==> src/hw/mcu_defines.svh <==
`ifndef MCU_DEFINES_SVH
`define MCU_DEFINES_SVH

// upper address half that selects the peripheral page
`define MCU_PAGE_TAG        16'hFFFF

// word offsets within the page
`define MCU_OFS_SLOT_ID     8'h80
`define MCU_OFS_SLOT_BRIDGE 8'h84
`define MCU_OFS_SLOT_LEN    8'h88
`define MCU_OFS_SLOT_OFFSET 8'h8C
`define MCU_OFS_SLOT_CTRL   8'h90   // write starts a command, read gives status
`define MCU_OFS_RESET       8'hA4
`define MCU_OFS_IRQ         8'hB0   // read clears
`define MCU_OFS_UPD_ID      8'hB4
`define MCU_OFS_UPD_SIZE    8'hB8
`define MCU_OFS_TIMER       8'hC8
`define MCU_OFS_HPS         8'hD0

// hps word fields, write side then read side
`define MCU_HPS_CLK_BIT     17
`define MCU_HPS_SS0_BIT     18
`define MCU_HPS_SS1_BIT     19
`define MCU_HPS_SS2_BIT     20
`define MCU_HPS_ACK_BIT     17
`define MCU_HPS_WIDE_BIT    16

`define MCU_TICK_CYCLES     28400   // one tick at 28.4 MHz

`endif

==> src/hw/mcu_bus_pkg.sv <==
package mcu_bus_pkg;

	// axi4-lite side
	typedef logic [31:0] axi_addr_t;   // byte address
	typedef logic [31:0] axi_data_t;
	typedef logic [1:0]  axi_resp_t;

	localparam axi_resp_t OKAY   = 2'b00;
	localparam axi_resp_t SLVERR = 2'b10;   // page tag mismatch

	// word offset inside the peripheral page, address bits 7:0
	typedef logic [7:0] reg_offset_t;

	// one machine per channel
	typedef enum logic {
		IDLE,   // waiting for address
		RESP    // response held until master takes it
	} axil_state_t;

endpackage

==> src/hw/mcu_periph_pkg.sv <==
package mcu_periph_pkg;

	// dataslot fields seen by the target interface
	typedef logic [15:0] slot_id_t;
	typedef logic [31:0] slot_word_t;   // length, offset, address, size
	typedef logic [2:0]  slot_err_t;    // zero is ok

	// hps parallel port
	typedef logic [15:0] io_word_t;     // 8 bit transfers use the low byte

endpackage

==> src/hw/hps_io_port.sv <==
`timescale 1ns/10ps
`include "mcu_defines.svh"

module hps_io_port (
	input  logic                     clk_sys,
	input  logic                     reset_n,
	input  logic                     hps_wr,
	input  mcu_bus_pkg::axi_data_t   hps_wdata,
	output logic [17:0]              hps_status,   // ack, wide, din
	output mcu_periph_pkg::io_word_t io_dout,
	input  mcu_periph_pkg::io_word_t io_din,
	input  logic                     io_wide,      // 1 for 16 bit transfers
	input  logic                     io_wait,
	output logic                     io_strobe,
	output logic                     io_fpga,
	output logic                     io_uio
);
	logic io_clk;    // software driven clock bit
	logic io_ss0;
	logic io_ss1;
	logic io_ss2;
	logic rack;      // clk as seen by the far side
	logic io_ack;

	// output latches
	always_ff @(posedge clk_sys or negedge reset_n) begin
		if (!reset_n) begin
			io_dout <= '0;
			io_clk  <= 1'b0;
			io_ss0  <= 1'b0;
			io_ss1  <= 1'b0;
			io_ss2  <= 1'b0;
		end else if (hps_wr) begin
			io_dout <= hps_wdata[15:0];
			io_clk  <= hps_wdata[`MCU_HPS_CLK_BIT];
			io_ss0  <= hps_wdata[`MCU_HPS_SS0_BIT];
			io_ss1  <= hps_wdata[`MCU_HPS_SS1_BIT];
			io_ss2  <= hps_wdata[`MCU_HPS_SS2_BIT];
		end
	end

	// ss1 masks both selects
	assign io_fpga = io_ss0 & ~io_ss1;   // command to the core
	assign io_uio  = io_ss2 & ~io_ss1;   // broadcast

	// strobe stays up until the clk edge has been taken
	assign io_strobe = io_clk & ~rack;

	always_ff @(posedge clk_sys or negedge reset_n) begin
		if (!reset_n) begin
			rack   <= 1'b0;
			io_ack <= 1'b0;
		end else if (!io_wait || io_strobe) begin
			rack   <= io_clk;
			io_ack <= rack;   // one stage behind rack
		end
	end

	always_comb begin
		hps_status                    = '0;
		hps_status[15:0]              = io_din;
		hps_status[`MCU_HPS_WIDE_BIT] = io_wide;
		hps_status[`MCU_HPS_ACK_BIT]  = io_ack;
	end

endmodule

==> src/hw/mcu_axil_slave.sv <==
`timescale 1ns/10ps
`include "mcu_defines.svh"

module mcu_axil_slave (
	input  logic                     clk_sys,
	input  logic                     reset_n,
	// write address and data
	input  mcu_bus_pkg::axi_addr_t   awaddr,
	input  logic                     awvalid,
	output logic                     awready,
	input  mcu_bus_pkg::axi_data_t   wdata,
	input  logic                     wvalid,
	output logic                     wready,
	// write response
	output mcu_bus_pkg::axi_resp_t   bresp,
	output logic                     bvalid,
	input  logic                     bready,
	// read address and data
	input  mcu_bus_pkg::axi_addr_t   araddr,
	input  logic                     arvalid,
	output logic                     arready,
	output mcu_bus_pkg::axi_data_t   rdata,
	output mcu_bus_pkg::axi_resp_t   rresp,
	output logic                     rvalid,
	input  logic                     rready,
	// register file strobes
	output logic                     reg_wr,
	output logic                     reg_rd,
	output mcu_bus_pkg::reg_offset_t reg_offset,
	output mcu_bus_pkg::axi_data_t   reg_wdata,
	input  mcu_bus_pkg::axi_data_t   reg_rdata
);
	import mcu_bus_pkg::*;

	axil_state_t wr_state;
	axil_state_t rd_state;
	logic        wr_hs;       // aw and w taken this edge
	logic        rd_hs;       // ar taken this edge
	logic        wr_tag_ok;
	logic        rd_tag_ok;

	assign wr_tag_ok = (awaddr[31:16] == `MCU_PAGE_TAG);
	assign rd_tag_ok = (araddr[31:16] == `MCU_PAGE_TAG);

	// address and data accepted on the same edge, never one without the other
	assign wr_hs = (wr_state == IDLE) && awvalid && wvalid;
	// write owns the shared offset port, a colliding read slips one cycle
	assign rd_hs = (rd_state == IDLE) && arvalid && !wr_hs;

	assign awready = wr_hs;
	assign wready  = wr_hs;
	assign arready = rd_hs;
	assign bvalid  = (wr_state == RESP);   // blocks new writes until bready
	assign rvalid  = (rd_state == RESP);

	// strobes only for accesses inside the page
	assign reg_wr     = wr_hs && wr_tag_ok;
	assign reg_rd     = rd_hs && rd_tag_ok;
	assign reg_offset = wr_hs ? awaddr[7:0] : araddr[7:0];
	assign reg_wdata  = wdata;

	// write channel
	always_ff @(posedge clk_sys or negedge reset_n) begin
		if (!reset_n) begin
			wr_state <= IDLE;
			bresp    <= OKAY;
		end else begin
			case (wr_state)
				IDLE: begin
					if (wr_hs) begin
						wr_state <= RESP;
						bresp    <= wr_tag_ok ? OKAY : SLVERR;
					end
				end
				RESP: begin
					if (bready)
						wr_state <= IDLE;
				end
				default: wr_state <= IDLE;
			endcase
		end
	end

	// read channel
	always_ff @(posedge clk_sys or negedge reset_n) begin
		if (!reset_n) begin
			rd_state <= IDLE;
			rresp    <= OKAY;
		end else begin
			case (rd_state)
				IDLE: begin
					if (rd_hs) begin
						rd_state <= RESP;
						rresp    <= rd_tag_ok ? OKAY : SLVERR;
					end
				end
				RESP: begin
					if (rready)
						rd_state <= IDLE;
				end
				default: rd_state <= IDLE;
			endcase
		end
	end

	// read data captured with the address, held while rvalid
	always_ff @(posedge clk_sys or negedge reset_n) begin
		if (!reset_n)
			rdata <= '0;
		else if (rd_hs)
			rdata <= rd_tag_ok ? reg_rdata : '0;   // zero on bad tag
	end

endmodule

==> src/hw/mcu_periph_top.sv <==
`timescale 1ns/10ps
`include "mcu_defines.svh"

module mcu_periph_top #(
	parameter int tick_cycles = `MCU_TICK_CYCLES
) (
	input  logic                       clk_sys,
	input  logic                       reset_n,
	// axi4-lite slave
	input  mcu_bus_pkg::axi_addr_t     awaddr,
	input  logic                       awvalid,
	output logic                       awready,
	input  mcu_bus_pkg::axi_data_t     wdata,
	input  logic                       wvalid,
	output logic                       wready,
	output mcu_bus_pkg::axi_resp_t     bresp,
	output logic                       bvalid,
	input  logic                       bready,
	input  mcu_bus_pkg::axi_addr_t     araddr,
	input  logic                       arvalid,
	output logic                       arready,
	output mcu_bus_pkg::axi_data_t     rdata,
	output mcu_bus_pkg::axi_resp_t     rresp,
	output logic                       rvalid,
	input  logic                       rready,
	// dataslot update and misc
	input  logic                       dataslot_update,
	input  mcu_periph_pkg::slot_id_t   dataslot_update_id,
	input  mcu_periph_pkg::slot_word_t dataslot_update_size,
	output logic                       irq,
	output logic                       reset_out,
	// target dataslot
	output logic                       target_dataslot_read,
	output logic                       target_dataslot_write,
	input  logic                       target_dataslot_ack,
	input  logic                       target_dataslot_done,
	input  mcu_periph_pkg::slot_err_t  target_dataslot_err,
	output mcu_periph_pkg::slot_id_t   target_dataslot_id,
	output mcu_periph_pkg::slot_word_t target_dataslot_bridgeaddr,
	output mcu_periph_pkg::slot_word_t target_dataslot_length,
	output mcu_periph_pkg::slot_word_t target_dataslot_slotoffset,
	// hps parallel port
	output mcu_periph_pkg::io_word_t   io_dout,
	input  mcu_periph_pkg::io_word_t   io_din,
	input  logic                       io_wide,
	input  logic                       io_wait,
	output logic                       io_strobe,
	output logic                       io_fpga,
	output logic                       io_uio
);
	import mcu_bus_pkg::*;
	import mcu_periph_pkg::*;

	logic        reg_wr;
	logic        reg_rd;
	reg_offset_t reg_offset;
	axi_data_t   reg_wdata;
	axi_data_t   reg_rdata;
	logic        hps_wr;
	axi_data_t   hps_wdata;
	logic [17:0] hps_status;
	slot_word_t  timer_count;

	mcu_axil_slave u_axil (
		.clk_sys    (clk_sys),
		.reset_n    (reset_n),
		.awaddr     (awaddr),
		.awvalid    (awvalid),
		.awready    (awready),
		.wdata      (wdata),
		.wvalid     (wvalid),
		.wready     (wready),
		.bresp      (bresp),
		.bvalid     (bvalid),
		.bready     (bready),
		.araddr     (araddr),
		.arvalid    (arvalid),
		.arready    (arready),
		.rdata      (rdata),
		.rresp      (rresp),
		.rvalid     (rvalid),
		.rready     (rready),
		.reg_wr     (reg_wr),
		.reg_rd     (reg_rd),
		.reg_offset (reg_offset),
		.reg_wdata  (reg_wdata),
		.reg_rdata  (reg_rdata)
	);

	mcu_reg_file u_regs (
		.clk_sys                    (clk_sys),
		.reset_n                    (reset_n),
		.reg_wr                     (reg_wr),
		.reg_rd                     (reg_rd),
		.reg_offset                 (reg_offset),
		.reg_wdata                  (reg_wdata),
		.reg_rdata                  (reg_rdata),
		.timer_count                (timer_count),
		.hps_wr                     (hps_wr),
		.hps_wdata                  (hps_wdata),
		.hps_status                 (hps_status),
		.dataslot_update            (dataslot_update),
		.dataslot_update_id         (dataslot_update_id),
		.dataslot_update_size       (dataslot_update_size),
		.irq                        (irq),
		.reset_out                  (reset_out),
		.target_dataslot_read       (target_dataslot_read),
		.target_dataslot_write      (target_dataslot_write),
		.target_dataslot_ack        (target_dataslot_ack),
		.target_dataslot_done       (target_dataslot_done),
		.target_dataslot_err        (target_dataslot_err),
		.target_dataslot_id         (target_dataslot_id),
		.target_dataslot_bridgeaddr (target_dataslot_bridgeaddr),
		.target_dataslot_length     (target_dataslot_length),
		.target_dataslot_slotoffset (target_dataslot_slotoffset)
	);

	hps_io_port u_hps (
		.clk_sys    (clk_sys),
		.reset_n    (reset_n),
		.hps_wr     (hps_wr),
		.hps_wdata  (hps_wdata),
		.hps_status (hps_status),
		.io_dout    (io_dout),
		.io_din     (io_din),
		.io_wide    (io_wide),
		.io_wait    (io_wait),
		.io_strobe  (io_strobe),
		.io_fpga    (io_fpga),
		.io_uio     (io_uio)
	);

	ms_timer #(
		.tick_cycles (tick_cycles)
	) u_timer (
		.clk_sys     (clk_sys),
		.reset_n     (reset_n),
		.timer_count (timer_count)
	);

endmodule

==> src/hw/mcu_reg_file.sv <==
`timescale 1ns/10ps
`include "mcu_defines.svh"

module mcu_reg_file (
	input  logic                       clk_sys,
	input  logic                       reset_n,
	// from the bus slave
	input  logic                       reg_wr,
	input  logic                       reg_rd,
	input  mcu_bus_pkg::reg_offset_t   reg_offset,
	input  mcu_bus_pkg::axi_data_t     reg_wdata,
	output mcu_bus_pkg::axi_data_t     reg_rdata,
	input  mcu_periph_pkg::slot_word_t timer_count,
	// hps port
	output logic                       hps_wr,
	output mcu_bus_pkg::axi_data_t     hps_wdata,
	input  logic [17:0]                hps_status,
	// dataslot update side
	input  logic                       dataslot_update,
	input  mcu_periph_pkg::slot_id_t   dataslot_update_id,
	input  mcu_periph_pkg::slot_word_t dataslot_update_size,
	output logic                       irq,
	output logic                       reset_out,
	// target dataslot commands
	output logic                       target_dataslot_read,
	output logic                       target_dataslot_write,
	input  logic                       target_dataslot_ack,
	input  logic                       target_dataslot_done,
	input  mcu_periph_pkg::slot_err_t  target_dataslot_err,
	output mcu_periph_pkg::slot_id_t   target_dataslot_id,
	output mcu_periph_pkg::slot_word_t target_dataslot_bridgeaddr,
	output mcu_periph_pkg::slot_word_t target_dataslot_length,
	output mcu_periph_pkg::slot_word_t target_dataslot_slotoffset
);
	import mcu_bus_pkg::*;
	import mcu_periph_pkg::*;

	slot_id_t   upd_id;     // last update id
	slot_word_t upd_size;
	logic       irq_rd;     // status read of the irq word

	assign irq_rd = reg_rd && (reg_offset == `MCU_OFS_IRQ);

	// hps word goes straight through to the port latches
	assign hps_wr    = reg_wr && (reg_offset == `MCU_OFS_HPS);
	assign hps_wdata = reg_wdata;

	// command registers and pulses
	always_ff @(posedge clk_sys or negedge reset_n) begin
		if (!reset_n) begin
			target_dataslot_id         <= '0;
			target_dataslot_bridgeaddr <= '0;
			target_dataslot_length     <= '0;
			target_dataslot_slotoffset <= '0;
			target_dataslot_read       <= 1'b0;
			target_dataslot_write      <= 1'b0;
			reset_out                  <= 1'b0;
		end else begin
			target_dataslot_read  <= 1'b0;   // single cycle pulses
			target_dataslot_write <= 1'b0;
			if (reg_wr) begin
				case (reg_offset)
					`MCU_OFS_SLOT_ID:     target_dataslot_id <= reg_wdata[15:0];
					`MCU_OFS_SLOT_BRIDGE: target_dataslot_bridgeaddr <= reg_wdata;
					`MCU_OFS_SLOT_LEN:    target_dataslot_length <= reg_wdata;
					`MCU_OFS_SLOT_OFFSET: target_dataslot_slotoffset <= reg_wdata;
					`MCU_OFS_SLOT_CTRL: begin
						target_dataslot_read  <= reg_wdata[0];
						target_dataslot_write <= reg_wdata[1];
					end
					`MCU_OFS_RESET:       reset_out <= reg_wdata[0];
					default: ;   // read-only or unmapped
				endcase
			end
		end
	end

	// update capture, irq held until software reads it
	always_ff @(posedge clk_sys or negedge reset_n) begin
		if (!reset_n) begin
			upd_id   <= '0;
			upd_size <= '0;
			irq      <= 1'b0;
		end else begin
			if (dataslot_update) begin
				upd_id   <= dataslot_update_id;
				upd_size <= dataslot_update_size;
				irq      <= 1'b1;   // new update wins over a clearing read
			end else if (irq_rd) begin
				irq <= 1'b0;
			end
		end
	end

	// read mux, same cycle as the strobe
	always_comb begin
		case (reg_offset)
			`MCU_OFS_SLOT_ID:     reg_rdata = {16'd0, target_dataslot_id};
			`MCU_OFS_SLOT_BRIDGE: reg_rdata = target_dataslot_bridgeaddr;
			`MCU_OFS_SLOT_LEN:    reg_rdata = target_dataslot_length;
			`MCU_OFS_SLOT_OFFSET: reg_rdata = target_dataslot_slotoffset;
			`MCU_OFS_SLOT_CTRL: begin
				// ack bit 4, done bit 3, err 2..0
				reg_rdata = {27'd0, target_dataslot_ack, target_dataslot_done,
					target_dataslot_err};
			end
			`MCU_OFS_RESET:       reg_rdata = {31'd0, reset_out};
			`MCU_OFS_IRQ:         reg_rdata = {31'd0, irq};
			`MCU_OFS_UPD_ID:      reg_rdata = {16'd0, upd_id};
			`MCU_OFS_UPD_SIZE:    reg_rdata = upd_size;
			`MCU_OFS_TIMER:       reg_rdata = timer_count;
			`MCU_OFS_HPS:         reg_rdata = {14'd0, hps_status};
			default:              reg_rdata = '0;
		endcase
	end

endmodule

==> src/hw/ms_timer.sv <==
`timescale 1ns/10ps
`include "mcu_defines.svh"

module ms_timer #(
	parameter int tick_cycles = `MCU_TICK_CYCLES
) (
	input  logic                       clk_sys,
	input  logic                       reset_n,
	output mcu_periph_pkg::slot_word_t timer_count
);
	// prescaler wide enough for tick_cycles-1
	localparam int presc_w = (tick_cycles > 1) ? $clog2(tick_cycles) : 1;

	logic [presc_w-1:0] presc;
	logic               tick;   // last cycle of a tick period

	assign tick = (presc == presc_w'(tick_cycles - 1));

	always_ff @(posedge clk_sys or negedge reset_n) begin
		if (!reset_n) begin
			presc       <= '0;
			timer_count <= '0;
		end else begin
			if (tick) begin
				presc       <= '0;
				timer_count <= timer_count + 1'b1;   // free running, wraps
			end else begin
				presc <= presc + 1'b1;
			end
		end
	end

endmodule

==> config.mk <==
export PLATFORM = sky130hd
export DESIGN_NAME = mcu_periph_top
export DESIGN_NICKNAME = d
export VERILOG_FILES = /design/src/hw/mcu_bus_pkg.sv /design/src/hw/mcu_periph_pkg.sv /design/src/hw/hps_io_port.sv /design/src/hw/mcu_axil_slave.sv /design/src/hw/mcu_periph_top.sv /design/src/hw/mcu_reg_file.sv /design/src/hw/ms_timer.sv
export VERILOG_INCLUDE_DIRS = /design/src /design/src/hw
export SDC_FILE = /design/constraint.sdc
export NUM_CORES = 1
export LEC_CHECK = 0
export BUFFER_PORTS_ARGS = -buffer_cell sky130_fd_sc_hd__clkbuf_2
export CORE_UTILIZATION = 47
export DETAILED_ROUTE_END_ITERATION = 7
export PLACE_DENSITY = 0.85
export REMOVE_ABC_BUFFERS = 1
export SKIP_LAST_GASP = 1
export SLEW_MARGIN = 20
export SYNTH_ARGS = -nofsm -noshare
export SYNTH_HDL_FRONTEND = slang
export SYNTH_SLANG_ARGS = --single-unit
export TNS_END_PERCENT = 50
==> constraint.sdc <==
create_clock -name clk_sys -period 2.3 [get_ports clk_sys]
set_input_delay 0.23 -clock clk_sys [delete_from_list [all_inputs] [get_ports clk_sys]]
set_output_delay 0.23 -clock clk_sys [all_outputs]
set_load 0.02 [all_outputs]
Word level (Yosys, flattened, before mapping)
Index checks and enable logic that the tools add are counted.
{"block": "classes", "n_bitwise": 7, "reduce_logical": 19, "n_mux": 18, "n_eq_ne": 14, "n_addsub": 2}
{"cell": "$pmux W32 S11", "n": 1}
{"cell": "$eq A8 B8 Y1 const B", "n": 11}
{"cell": "$add A32 B1 Y32 const B", "n": 1}
{"cell": "$eq A16 B16 Y1 const B", "n": 2}
{"cell": "$mux W32", "n": 1}
{"cell": "$add A15 B1 Y15 const B", "n": 1}
{"cell": "$eq A15 B15 Y1 const B", "n": 1}
{"cell": "$mux W15", "n": 1}
{"cell": "$reduce_and A2 Y1", "n": 7}
{"cell": "$mux W1", "n": 10}
{"cell": "$logic_and A1 B1 Y1", "n": 8}
{"cell": "$mux W8", "n": 1}
{"cell": "$mux W2", "n": 2}
{"cell": "$not A1 Y1", "n": 4}
{"cell": "$pmux W1 S2", "n": 2}
{"cell": "$and A1 B1 Y1", "n": 3}
{"cell": "$logic_not A1 Y1", "n": 2}
{"cell": "$reduce_bool A2 Y1", "n": 1}
{"cell": "$logic_or A1 B1 Y1", "n": 1}
{"block": "totals", "register_bits": 271, "wordCells": 84}

Logic depth before layout (Yosys ltp)
{"block": "logic_depth", "word_depth": 9, "ltp_mapped": 11}

Hierarchy
Synthesis repeated with hierarchy kept, for this count alone.
{"block": "unflattened", "hier_cells": 1105, "area_unflattened_um2": 13681.9}
{"mod": "mcu_reg_file", "instances": 1, "cells_each": 643, "area_each_um2": 8340.5, "seq_area_each_um2": 4103.9}
{"mod": "ms_timer", "instances": 1, "cells_each": 192, "area_each_um2": 2145.8, "seq_area_each_um2": 1176.1}
{"mod": "mcu_axil_slave", "instances": 1, "cells_each": 201, "area_each_um2": 2142.1, "seq_area_each_um2": 900.9}
{"mod": "hps_io_port", "instances": 1, "cells_each": 69, "area_each_um2": 1053.5, "seq_area_each_um2": 550.5}

Worst setup path before layout
OpenSTA, ideal clock, no wires.
{"block": "synth_timing", "kind": "register to register", "start": "register u_axil.wr_state, in the netlist u_axil.bvalid", "end": "register u_axil.rdata[6]", "path_slack_ps": -337, "setup_time_ps": 118, "synth_period_minus_slack_ps": 2637, "path_stages_with_launch": 9, "arrival_ps": 2519, "t_required_ps": 2182, "path_cell_list": "dfrtp_1 -> nand3b_4 -> mux2_2 -> a21boi_1 -> or4_4 -> o41ai_4 -> buf_4 -> a31oi_1 -> a21o_1"}
{"block": "synth_between", "elab_chain_len": 7, "elab_cells_between_ends": 19}
{"element": "start, declared", "line_no": "mcu_axil_slave.sv:35", "source": "axil_state_t wr_state;"}
{"element": "start signal, assigned", "line_no": "mcu_axil_slave.sv:65", "source": "wr_state <= IDLE;"}
{"element": "start signal, assigned", "line_no": "mcu_axil_slave.sv:71", "source": "wr_state <= RESP;"}
{"element": "start signal, assigned", "line_no": "mcu_axil_slave.sv:77", "source": "wr_state <= IDLE;"}
{"element": "$not A1 Y1 (no line) *"}
{"element": "$logic_and A1 B1 Y1 * (2 in series)", "line_no": "mcu_axil_slave.sv:46", "source": "assign wr_hs = (wr_state == IDLE) && awvalid && wvalid;"}
{"element": "$mux W8", "line_no": "mcu_axil_slave.sv:59", "source": "assign reg_offset = wr_hs ? awaddr[7:0] : araddr[7:0];"}
{"element": "$eq A8 B8 Y1", "line_no": "mcu_reg_file.sv:97", "source": "case (reg_offset)"}
{"element": "$pmux W32 S11", "line_no": "mcu_reg_file.sv:97"}
{"element": "$mux W32", "line_no": "mcu_axil_slave.sv:111", "source": "rdata <= rd_tag_ok ? reg_rdata : '0;"}
{"element": "end signal, assigned", "line_no": "mcu_axil_slave.sv:111"}
{"element": "end, declared", "line_no": "mcu_axil_slave.sv:22", "source": "output mcu_bus_pkg::axi_data_t rdata,"}
Mark *: on every way between the ends. The rest lies on a longest branch, timed or not.
A chain may end at the register's enable or synchronous reset.

Final worst setup path
{"block": "layout_timing", "start": "register u_axil.wr_state, in the netlist u_axil.bvalid", "end": "register u_axil.rdata[10]"}
Same word-level chain as after synthesis.

==> results <==
- Counting instances, the worst hold path has a depth of 2.
- Once detailed placement completed, the half-perimeter wirelength came to 27.3 mm.
- Yosys printed 0 warnings.
- In this run the number of H-tree levels came out at 1.
- The setup-violating endpoint count in the final report is 68.
- The die is 161 µm tall.
- For this configuration, the core starts out at a cell density of 0.485.
- In the final layout, the share of cells above drive strength 1 is 0.480.
- The buffer and inverter count on the worst path is 3.
- In this run the worst hold path is classified as input port to flip-flop.
- The setup slack after layout is -0.208 ns.
- The x dimension of the die is 161 µm.
- Routability-driven placement finished with a final weighted congestion of 0.901.
- The number of sinks handled by clock tree synthesis is 269.
- Dividing the final minimum period by the clock period gives 1.09.
- Setup repair after global routing could not meet its margin everywhere.
- In this run the tightest slew margin relative to its limit is 0.537.
- Along the worst path, the maximum fanout reaches 8.
- The first routing iteration left 935 violations.
- The primary flip-flop cell chosen by synthesis mapping is dfrtp_1.
- In this run the deepest clock path goes through 3 buffers.
- The category of the critical setup timing path is flip-flop to flip-flop.
- For the worst-skew pair, the clock arrives at the later sink with an insertion delay of 0.55 ns.
- After the last flow step, the layout net total stands at 1647.
- TritonCTS built the clock tree.
- Clock-pin slew was measured on the worst setup and hold paths at 0.07 ns.
- In this design, the stage delay of the slowest critical-path cell is 0.53 ns.
- The checks that failed: negative setup slack.
- The first TritonRoute pass finished after 5 iterations.
- OpenSTA, run right after detailed placement, puts the worst setup slack at -0.305 ns.
- The worst reg2reg path depth is 10.
- The mean routed wirelength per cell is 23.6 µm.
- Power spread over the standard cell area amounts to 626 mW/mm².
- The endpoint kind of the worst setup timing path is a flip-flop.
- The root buffer cell chosen for the clock tree is clkbuf_16.
- The mean cell area of the mapped netlist is 12.5 µm².
- The number of global-route vias before repair is 11500.
- At the worst endpoint, the arrival time is 2.93 ns.
- The synthesized design contains 269 register bits.
- The global-route usage over all layers is 0.326.
- The share of flip-flops with an asynchronous set or reset after synthesis is 1.00.
- For hold timing, the worst endpoint is u_hps.io_dout[11]$_DFFE_PN0P_.
- The row count is 57.
- Clock skew on the completed layout was measured at 0.0225 ns.
- The most numerous cell type found on the critical path is buf_6.
- The share of synthesized area in the top cell type comes to 0.564.
- The highest-delay cell along the critical path is or4_4.
- The detailed router placed 10800 vias in this run.
- Summed over all layers, the global routing overflow is 0.
- In this run the critical register-to-register path is captured at u_axil.rdata[10]$_DFFE_PN0P_.
- Yosys attributes the largest share of cell area to dfrtp_1 56%, mux2_2 15%, a22oi_1 3.0%, mux2_1 2.8%, nand2_1 2.7%.
- After layout, the minimum clock period comes to 2.51 ns.
- The minimum setup slack among reg-to-reg paths is -0.21 ns.
- In this run the most critical hold path is launched from wdata[11].
- The synthesized design spends more area on one cell type than any other, namely dfrtp_1.
- The commonest cells after synthesis are 269 x dfrtp_1, 154 x mux2_2, 85 x nand2_1.
- Static timing analysis puts the maximum clock frequency at 399 MHz.
- The number of flops mapped to enable cells by yosys is 0.
- The global-route wire length before repair is 64.6 mm.
- Once detail routing completed, the nets flagged for antenna violations numbered 0.
- The run finished, with violations left.
- The actual transition at the worst max-transition pin is 0.685 ns.
- For the worst setup path, the data required time is 2.72 ns.
- Leaving out filler cells and counting taps, the final layout contains 1818.
- The die covers 0.0260 mm².
- 351 I/O pins were placed.
- The count of maximum capacitance violations is 0.
- The final count of hold timing violations was 0.
- The count of final max-slew check failures is 0.
- In the routed layout, each cell is associated on average with a via count of 5.93.
- The cell class contributing the biggest share of worst-path delay is simple AND/OR/NAND/NOR gates.
- The worst supply voltage drop on vdd is 0.707 mV.
- Of the synthesized area, sequential elements account for 0.564.
- In the routed design, unresolved DRC markers number 0.
- The cell leakage power is 8.84 nW.
- Port buffering added 332 buffers.
- Walking the worst path, the cells encountered are nand3b_4, buf_6, mux2i_2, a21boi_4, or4_4, o41ai_4, buf_6, buf_12, a31oi_1, a21o_1.
- The number of clock buffers added by TritonCTS is 29.
- STA classifies the critical path startpoint as a flip-flop.
- The core region is 0.0246 mm².
- The area growth from synthesis to final layout is 44.3%.
- The initial antenna violation count is 1.
- The most instantiated library cell after synthesis is dfrtp_1.
- The cell count after synthesis is 955.
- Synthesis instantiated 67 different standard cells from the library.
- The pin count of the biggest net entering global routing is 66.
- The number of cells in the design after placement is 1661.
- The total length of routed wires is 42.9 mm.
- In this run the cell area of the synthesized design comes to 0.0119 mm².
- The beginning of the worst register-to-register path is u_axil.bvalid$_DFF_PN0_.
[final cells by class]
cell class / instances / area, µm²
inverter: 10 / 42.5
tap: 324 / 405
multi-input combinational: 630 / 5260
sequential: 269 / 6730
clock inverter: 17 / 230
fill: 1634 / 7380
timing repair buffer: 530 / 3720
clock buffer: 37 / 826
antenna: 1 / 2.50
[cell usage in the layout (no fill, tap or decap), types with 7 or more instances in the layout]
| cell | n |
|---|---|
| a222oi_1 | 8 |
| buf_12 | 20 |
| a21o_1 | 11 |
| buf_6 | 11 |
| dfrtp_1 | 269 |
| and3_1 | 11 |
| clkbuf_2 | 331 |
| clkbuf_16 | 32 |
| xor2_1 | 18 |
| xnor2_1 | 26 |
| a21oi_1 | 22 |
| a22oi_1 | 47 |
| mux2_1 | 16 |
| o21ai_0 | 8 |
| a22o_1 | 9 |
| mux2_4 | 15 |
| inv_1 | 9 |
| nand3_1 | 20 |
| dlygate4sd3_1 | 80 |
| o21ai_1 | 11 |
| a221oi_1 | 11 |
| nor2_1 | 27 |
| nand2_1 | 82 |
| mux2i_1 | 7 |
| mux2_2 | 153 |
| a31oi_1 | 8 |
| nand4_1 | 22 |
| clkbuf_8 | 7 |
| a32oi_1 | 7 |
| buf_4 | 81 |
[stage by stage]
stage                     instance area (µm²)  total power, mW  hold WS (ns)  setup TNS, ns   util
after floorplan                         11700             5.14       -0.0656        -226.57      -
after global placement                  14800             5.57         0.218          -7.60  0.601
after detailed placement                14800             5.59         0.217         -10.86  0.601
after CTS                               16900             10.8      0.000606          -7.23  0.687
after global routing                    17200             11.1        0.0102         -11.18  0.700
final                                   17200             10.8        0.0233          -7.04  0.700
[worst max path at each step]
stage	cells past startpoint	to	from
2_1_floorplan	8	u_axil.rdata[11]$_DFFE_PN0P_	u_axil.bvalid$_DFF_PN0_
3_3_place_gp	8	u_axil.rdata[11]$_DFFE_PN0P_	u_axil.bvalid$_DFF_PN0_
3_5_place_dp	9	u_axil.rdata[21]$_DFFE_PN0P_	u_axil.bvalid$_DFF_PN0_
4_1_cts	10	u_axil.rdata[17]$_DFFE_PN0P_	u_axil.bvalid$_DFF_PN0_
5_1_grt	10	u_axil.rdata[17]$_DFFE_PN0P_	u_axil.bvalid$_DFF_PN0_
6_report	10	u_axil.rdata[10]$_DFFE_PN0P_	u_axil.bvalid$_DFF_PN0_
[registers in the layout (all words and copies together), names as in the netlist, 15 cells and up]
| name | count |
|---|---|
| u_regs.upd_size | 32 |
| u_timer.presc | 15 |
| u_regs.target_dataslot_slotoffset | 32 |
| u_axil.rdata | 32 |
| u_regs.target_dataslot_length | 32 |
| u_regs.upd_id | 16 |
| u_timer.timer_count | 32 |
| u_regs.target_dataslot_bridgeaddr | 32 |
| u_hps.io_dout | 16 |
| u_regs.target_dataslot_id | 16 |
[layer usage]
layer	global-route usage	share of wire	vias to the layer above
met3	0.0583	0.072	186
met1	0.397	0.38	5390
met4	0.177	0.056	0
met5	0	0	-
met2	0.549	0.49	628
li1	-	-	4571
[repair_timing]
action                                  CTS  global route
gates cloned                              2             3
endpoints found under the setup margin   91           159
setup buffers                            13             4
hold endpoints to repair                218             0
pin swaps                                 4            14
resized for setup                        31            46
hold buffers                             80             0
[kinds of logic after synthesis]
kind of cell | after synthesis | synth area share
flops | 269 | 0.564
mux | 193 | 0.181
compound gates | 175 | 0.108
fa+ha+maj | 2 | 0.00210
buf+inv | 57 | 0.0211
other cells | 1 | 0.000314
xor+xnor | 44 | 0.0323
simple gates | 214 | 0.0917
[power by group]
| group | internal [mW] | leakage (nW) | switching [mW] |
|---|---|---|---|
| clock | 3.11 | 0.521 | 2.01 |
| sequential | 4.82 | 3.62 | 0.0574 |
| combinational | 0.383 | 4.70 | 0.404 |
No activity file was read; power rests on OpenSTA's default activity.
